$ cat src/rtl/coreMemPkg.sv
//--------------------------------------------------------------------
// Word types, memory sizes, region map and control-register offsets
// for the core memory subsystem
//--------------------------------------------------------------------
package coreMemPkg;

    //------------------------------------------------------------------
    // Basic vector types
    //------------------------------------------------------------------
    // Data or instruction word
    typedef logic [31:0] word_t;
    // Byte address from the core
    typedef logic [31:0] addr_t;
    // One enable per byte lane
    typedef logic [3:0]  byteEn_t;

    //------------------------------------------------------------------
    // Memory sizes
    //------------------------------------------------------------------
    // Word index width, 1024 words each
    localparam int iMemAddrW = 10;
    localparam int dMemAddrW = 10;

    //------------------------------------------------------------------
    // Region map over address bits 31:12
    //------------------------------------------------------------------
    localparam int regionMsb = 31;
    localparam int regionLsb = 12;

    // Data memory at 0x0001_0000 .. 0x0001_0FFF
    localparam logic [regionMsb-regionLsb:0] dMemRegionFloor  = 20'h00010;
    localparam logic [regionMsb-regionLsb:0] dMemRegionRoof   = 20'h00010;
    // Control registers at 0x0002_0000 .. 0x0002_0FFF
    localparam logic [regionMsb-regionLsb:0] crMemRegionFloor = 20'h00020;
    localparam logic [regionMsb-regionLsb:0] crMemRegionRoof  = 20'h00020;

    //------------------------------------------------------------------
    // Control-register offsets
    //------------------------------------------------------------------
    // Digits 0 to 3, digit 0 in the low byte
    localparam logic [7:0] crSeg7Lo = 8'h00;
    // Digits 4 and 5 in the low two bytes
    localparam logic [7:0] crSeg7Hi = 8'h04;
    // 10 LED bits
    localparam logic [7:0] crLed    = 8'h08;
    // Read only, Button_1 in bit 1 and Button_0 in bit 0
    localparam logic [7:0] crButton = 8'h0C;
    // Read only, 10 switch bits
    localparam logic [7:0] crSwitch = 8'h10;

endpackage

$ cat src/rtl/crMem.sv
//--------------------------------------------------------------------
// Control-register file for seven-segment digits, LEDs, buttons and
// switches of the board
//--------------------------------------------------------------------
`timescale 1ns/1ps

module crMem (
    input  logic                    Clk,
    input  logic                    rst,
    // Core access, word offset within the region
    input  logic [7:0]              offset,
    input  coreMemPkg::word_t       wrData,
    input  logic                    wrEn,
    input  logic                    rdEn,
    output coreMemPkg::word_t       rdData,
    // Board inputs, asynchronous to Clk
    input  logic                    Button_0,
    input  logic                    Button_1,
    input  logic [9:0]              Switch,
    // Board outputs
    output logic [7:0]              SEG7_0,
    output logic [7:0]              SEG7_1,
    output logic [7:0]              SEG7_2,
    output logic [7:0]              SEG7_3,
    output logic [7:0]              SEG7_4,
    output logic [7:0]              SEG7_5,
    output logic [9:0]              LED
);

    // First and second synchroniser stages
    logic [1:0] buttonMeta;
    logic [1:0] buttonSync;
    logic [9:0] switchMeta;
    logic [9:0] switchSync;

    // Read data selected by offset
    coreMemPkg::word_t rdDataNext;

    //------------------------------------------------------------------
    // Board input synchroniser
    //------------------------------------------------------------------
    // Two flops per input bit
    // Value seen by a read is at least 3 cycles old
    always_ff @(posedge Clk) begin
        if (rst) begin
            buttonMeta <= '0;
            buttonSync <= '0;
            switchMeta <= '0;
            switchSync <= '0;
        end else begin
            buttonMeta <= {Button_1, Button_0};
            buttonSync <= buttonMeta;
            switchMeta <= Switch;
            switchSync <= switchMeta;
        end
    end

    //------------------------------------------------------------------
    // Writable registers
    //------------------------------------------------------------------
    // Whole-word writes by offset
    // Read-only and unused offsets fall through untouched
    always_ff @(posedge Clk) begin
        if (rst) begin
            SEG7_0 <= '0;
            SEG7_1 <= '0;
            SEG7_2 <= '0;
            SEG7_3 <= '0;
            SEG7_4 <= '0;
            SEG7_5 <= '0;
            LED    <= '0;
        end else if (wrEn) begin
            case (offset)
                coreMemPkg::crSeg7Lo: begin
                    SEG7_0 <= wrData[7:0];
                    SEG7_1 <= wrData[15:8];
                    SEG7_2 <= wrData[23:16];
                    SEG7_3 <= wrData[31:24];
                end
                coreMemPkg::crSeg7Hi: begin
                    // Upper two bytes have no digit behind them
                    SEG7_4 <= wrData[7:0];
                    SEG7_5 <= wrData[15:8];
                end
                coreMemPkg::crLed: begin
                    LED <= wrData[9:0];
                end
                default: ;
            endcase
        end
    end

    //------------------------------------------------------------------
    // Read path
    //------------------------------------------------------------------
    // Zero fill above each register, unused offsets read zero
    always_comb begin
        case (offset)
            coreMemPkg::crSeg7Lo: rdDataNext = {SEG7_3, SEG7_2, SEG7_1, SEG7_0};
            coreMemPkg::crSeg7Hi: rdDataNext = {16'b0, SEG7_5, SEG7_4};
            coreMemPkg::crLed:    rdDataNext = {22'b0, LED};
            coreMemPkg::crButton: rdDataNext = {30'b0, buttonSync};
            coreMemPkg::crSwitch: rdDataNext = {22'b0, switchSync};
            default:              rdDataNext = '0;
        endcase
    end

    // Registered response, valid the cycle after rdEn
    always_ff @(posedge Clk) begin
        if (rdEn) begin
            rdData <= rdDataNext;
        end
    end

endmodule

$ cat config.mk
export PLATFORM = sky130hd
export DESIGN_NAME = crMem
export DESIGN_NICKNAME = d
export VERILOG_FILES = /design/src/rtl/coreMemPkg.sv /design/src/rtl/crMem.sv
export SDC_FILE = /design/constraint.sdc
export NUM_CORES = 1
export LEC_CHECK = 0
export BUFFER_PORTS_ARGS = -buffer_cell sky130_fd_sc_hd__buf_2
export CORE_MARGIN = 3
export CORE_UTILIZATION = 46
export DETAILED_ROUTE_END_ITERATION = 10
export HOLD_SLACK_MARGIN = 0.06
export PLACE_DENSITY = 0.81
export SYNTH_ARGS = -nofsm -noshare
export SYNTH_HDL_FRONTEND = slang
export SYNTH_SLANG_ARGS = --single-unit
$ cat constraint.sdc
create_clock -name Clk -period 1.8 [get_ports Clk]
set_input_delay 0.27 -clock Clk [delete_from_list [all_inputs] [get_ports Clk]]
set_output_delay 0.27 -clock Clk [all_outputs]
set_load 0.1 [all_outputs]
== Word level (Yosys, flattened, before mapping) ==
Cells that the tools add are included.

* Flip-flop bits (word level): 114
* Bits in latches: 0
* Memory bits (writable): 0
* Memory bits (read-only): 0
* Input port bits: 56
* Output and inout bits: 90
* Word-level logic and storage cells: 21
* Memories kept: 0

* Add/sub/neg operators: 0
* Multiply operators: 0
* Divide/modulo/power cells: 0
* Magnitude comparators: 0
* Equal/unequal tests: 4
* Shift operators: 0
* Mux-type cells: 1
* Bitwise gates (word level): 0
* Reduce and logical (&&, ||, !) cells: 4

{| class="wikitable"
|+ Operators by type and width
! operator !! count
|-
| $pmux 32 s5 || 1
|-
| $eq 8x4->1 const B || 2
|-
| $eq 8x3->1 const B || 1
|-
| $eq 8x5->1 const B || 1
|-
| $logic_not 8->1 || 1
|-
| $reduce_and 2->1 || 3
|}

== Longest topological paths before layout ==
* Depth in word-level cells: 2
* Gate-level depth with buffers: 6
* Mapped depth without buffers: 3

== Worst setup path before layout ==
Ideal clock, no wire load.

* Kind: input to register
* Start point: input offset[5]
* End point: register SEG7_0[0]
* Setup time: 0.072 ns
* Data arrival time: 1.683 ns
* Required time: 1.728 ns
* Setup slack: 0.046 ns
* Stages: 5
* Buffers on the path: 2
* Path through: or4_1 > buf_6 > nor3_4 > buf_8 > mux2i_1

* Longest elaborated chain between the ends: 2

{| class="wikitable"
|+ RTL lines
! item !! line !! text
|-
| from (decl) || crMem.sv:11 || <nowiki>input logic [7:0] offset,</nowiki>
|-
| $logic_not 8->1 || crMem.sv:73 || <nowiki>case (offset)</nowiki>
|-
| $reduce_and 2->1 (no source line) || n/a ||
|-
| to (signal assigned) || crMem.sv:75 || <nowiki>SEG7_0 <= wrData[7:0];</nowiki>
|-
| to (decl) || crMem.sv:21 || <nowiki>output logic [7:0] SEG7_0,</nowiki>
|}

Every way passes these cells.
A chain may end at the register's enable or synchronous reset.

== Final worst setup path ==
* Start point: register SEG7_2[3]
* End point: output SEG7_2[3]

{| class="wikitable"
|+ RTL lines
! item !! line !! text
|-
| from (decl) || crMem.sv:23 || <nowiki>output logic [7:0] SEG7_2,</nowiki>
|-
| from (signal assigned) || crMem.sv:77 || <nowiki>SEG7_2 <= wrData[23:16];</nowiki>
|}

No word-level cell between the ends.

==> impl_metrics.toml <==
[routing]
wl_met2_um = 6050
drt_first_iter_violations = 184
final_antenna_net_count = 0
via_count = 3795
via_per_inst = 5.21
wl_met3_um = 841
routed.top_layer = "met4"
wl_um = 12200
wl_per_cell_um = 16.7
dr.pass1.iters = 5
drc = 0
wl_met1_um = 4990

[finish]
drive_gt1_frac = 0.342
finalNetCount = 642
fillers = 716
diodes = 0
final_common_cell = "buf_2"
final_cell_area_mm2 = 0.00647
layout_common_cells = "buf_2, dfxtp_1, nand2b_1, mux2i_1, dlygate4sd3_1"
areaGrowthSynthToFinish_pct = 41.7
stdcell_count = 728

[cts]
numCtsBuffers = 17
htree_levels = 4
cts_setup_buffers = 0
cts_resized = 0
clock_path_buffers = 2
clock_latency_ns = 0.51
cts_tree = "yes"
clkSinkCount = 114
clkTransAtPathRegs_ns = 0.06
cts_root_buf = "clkbuf_8"

[critical_path]
cp.buffers_inverters = 1
worstReg2RegEnd = "rdData[1]"
crit_arrival_ns = 1.35
crit_type = "reg2out"
crit_path_max_incr_delay_ns = 0.45
crit_slowest_cell = "buf_2"
critical_path.startpoint = "SEG7_2[3]"
crit_chain = "buf_2"
r2r_start = "LED[1]"
end_kind = "primary output"
rrSetupSlack_ns = 0.70
critPathTopFamily = "buffers and inverters"
reg2reg_depth = 3
crit_fanout = 3
required_ns = 1.53
crit_end = "SEG7_2[3]"
worstSetupStartpointType = "flip-flop"
critical_path_depth = 1

[synthesis]
ys_ff_latch = 114
synth_area_mm2 = 0.00457
synth_nets = 455
netlist_instances = 399
ys_warn_count = 0
avgSynthCellArea_um2 = 11.4
synth_fa_ha_area_frac = 0
synth_xor_area_frac = 0
ys.flop_type = "dfxtp_1"
synth_edf_count = 32
async_flop_share = 0
seq_area_frac_synth = 0.570
synth_top_family_by_area = "simple AND/OR/NAND/NOR gates"
synth.area.mux_share = 0.119
synth_compound_area_frac = 0.0759
synthSimpleGateAreaFrac = 0.196
yosysUniqueCellTypes = 32

[outcome]
outcome = "finished clean"

[floorplan]
coreArea_mm2 = 0.00946
rows = 35
pin_count = 146
die_height_um = 106
die_width_um = 106
start_util = 0.483
dieArea_mm2 = 0.0112

[placed_design]
io_buffer_count = 145
place_inst = 662
gp_congestion = 0.775
place_area_mm2 = 0.00553
hpwl_um = 7870

[sta]
setup_viol = 0
fin_crit_sh = 0.901
slew_viol_final = 0
skew_ns = 0.0146
slew_headroom = 0.648
hold_viol_final = 0
rsz0062_at_grt = "no"
worst_pin_slew_ns = 0.526
setup_tns_ns = 0
period_minus_slack_ns = 1.62
max_freq_ghz = 0.617

[global_route]
overflow = 0
antenna_found_initial = 0
grt_max_degree = 99
grt.total_usage = 0.223
grt_pass1_vias = 3890
grt_pass1_wl_um = 19500

[pwr]
powerDensity_mw_per_mm2 = 1010
ir_drop_uv = 629
power.leakage_nw = 2.89

[min_path]
min_path_type = "in2reg"

[job]
drv_cap = 0
## metal layers
layer | vias to the layer above | track usage
li1 | 1803 | -
met5 | - | 0
met3 | 28 | 0.0698
met4 | 0 | 0.0990
met1 | 1799 | 0.264
met2 | 165 | 0.370
## timing repair
action	4_1_cts	5_1_grt
endpoints found under the setup margin	0	0
hold buffers	34	0
hold endpoints to repair	38	0
## how the worst min path moves through the flow
stage	start	to	slack, ns	depth (start not counted)
floorplan	rdEn	rdData[0]	0.38	0
global placement	switchMeta[2]	switchSync[2]	0.42	1
detailed placement	switchMeta[7]	switchSync[7]	0.42	1
CTS	wrData[2]	LED[2]	0.06	3
global route	wrData[2]	SEG7_4[2]	0.08	3
finish	wrData[4]	LED[4]	0.07	3
## registers in the layout, indices dropped and copies added, names as in the netlist
signal and cells:
switchSync 10, SEG7_5 8, SEG7_1 8, buttonMeta 2
LED 10, rdData 32, SEG7_4 8, buttonSync 2
SEG7_3 8, SEG7_2 8, switchMeta 10, SEG7_0 8
## synthesized netlist by cell type, types with 2 or more instances
cell type / number / area share
o31ai_1: 16 / 0.026
nor2_1: 2 / 0.0016
mux2_2: 2 / 0.0049
a21oi_1: 16 / 0.018
buf_1: 3 / 0.0025
and2_1: 16 / 0.022
nand3_1: 2 / 0.0022
nand2b_1: 58 / 0.079
a22o_1: 6 / 0.012
o221ai_1: 8 / 0.015
edfxtp_1: 32 / 0.21
dfxtp_1: 82 / 0.36
nand4_1: 28 / 0.038
buf_2: 5 / 0.0055
clkbuf_1: 23 / 0.019
mux2i_1: 52 / 0.11
inv_1: 8 / 0.0066
nor2b_1: 26 / 0.036
## where the power goes
group	switching, mW	internal [mW]
Clock	1.14	2.13
Sequential	0.0143	2.69
Combinational	0.375	0.181
Total	1.53	4.99
## area by class of cell
cell class	count	area, um2	area share
Clock buffer	27	566	0.0874
Inverter	8	30.0	0.00464
Multi-Input combinational cell	244	1810	0.279
Clock inverter	5	33.8	0.00522
Tap cell	129	161	0.0250
Timing Repair Buffer	201	1270	0.196
Sequential cell	114	2600	0.402
## cells by family (layout without fill, tap and decap cells)
family | after synthesis | in the layout
DFF | 114 | 114
buffers and inverters | 41 | 241
muxes | 54 | 54
and+or+nand+nor | 141 | 141
AOI/OAI and AO/OA | 49 | 49
## through the flow
stage | hold slack [ns] | util | total power [mW] | setup WS (ns)
6_report | 0.0731 | 0.684 | 6.52 | 0.178
5_1_grt | 0.0818 | 0.684 | 6.71 | 0.133
4_1_cts | 0.0623 | 0.684 | 6.56 | 0.163
3_5_place_dp | 0.423 | 0.585 | 3.25 | -0.0123
3_3_place_gp | 0.420 | 0.585 | 3.24 | -0.0304
2_1_floorplan | 0.382 | - | 3.10 | 0.0457
Note: power is estimated with default switching activity, not from simulation.
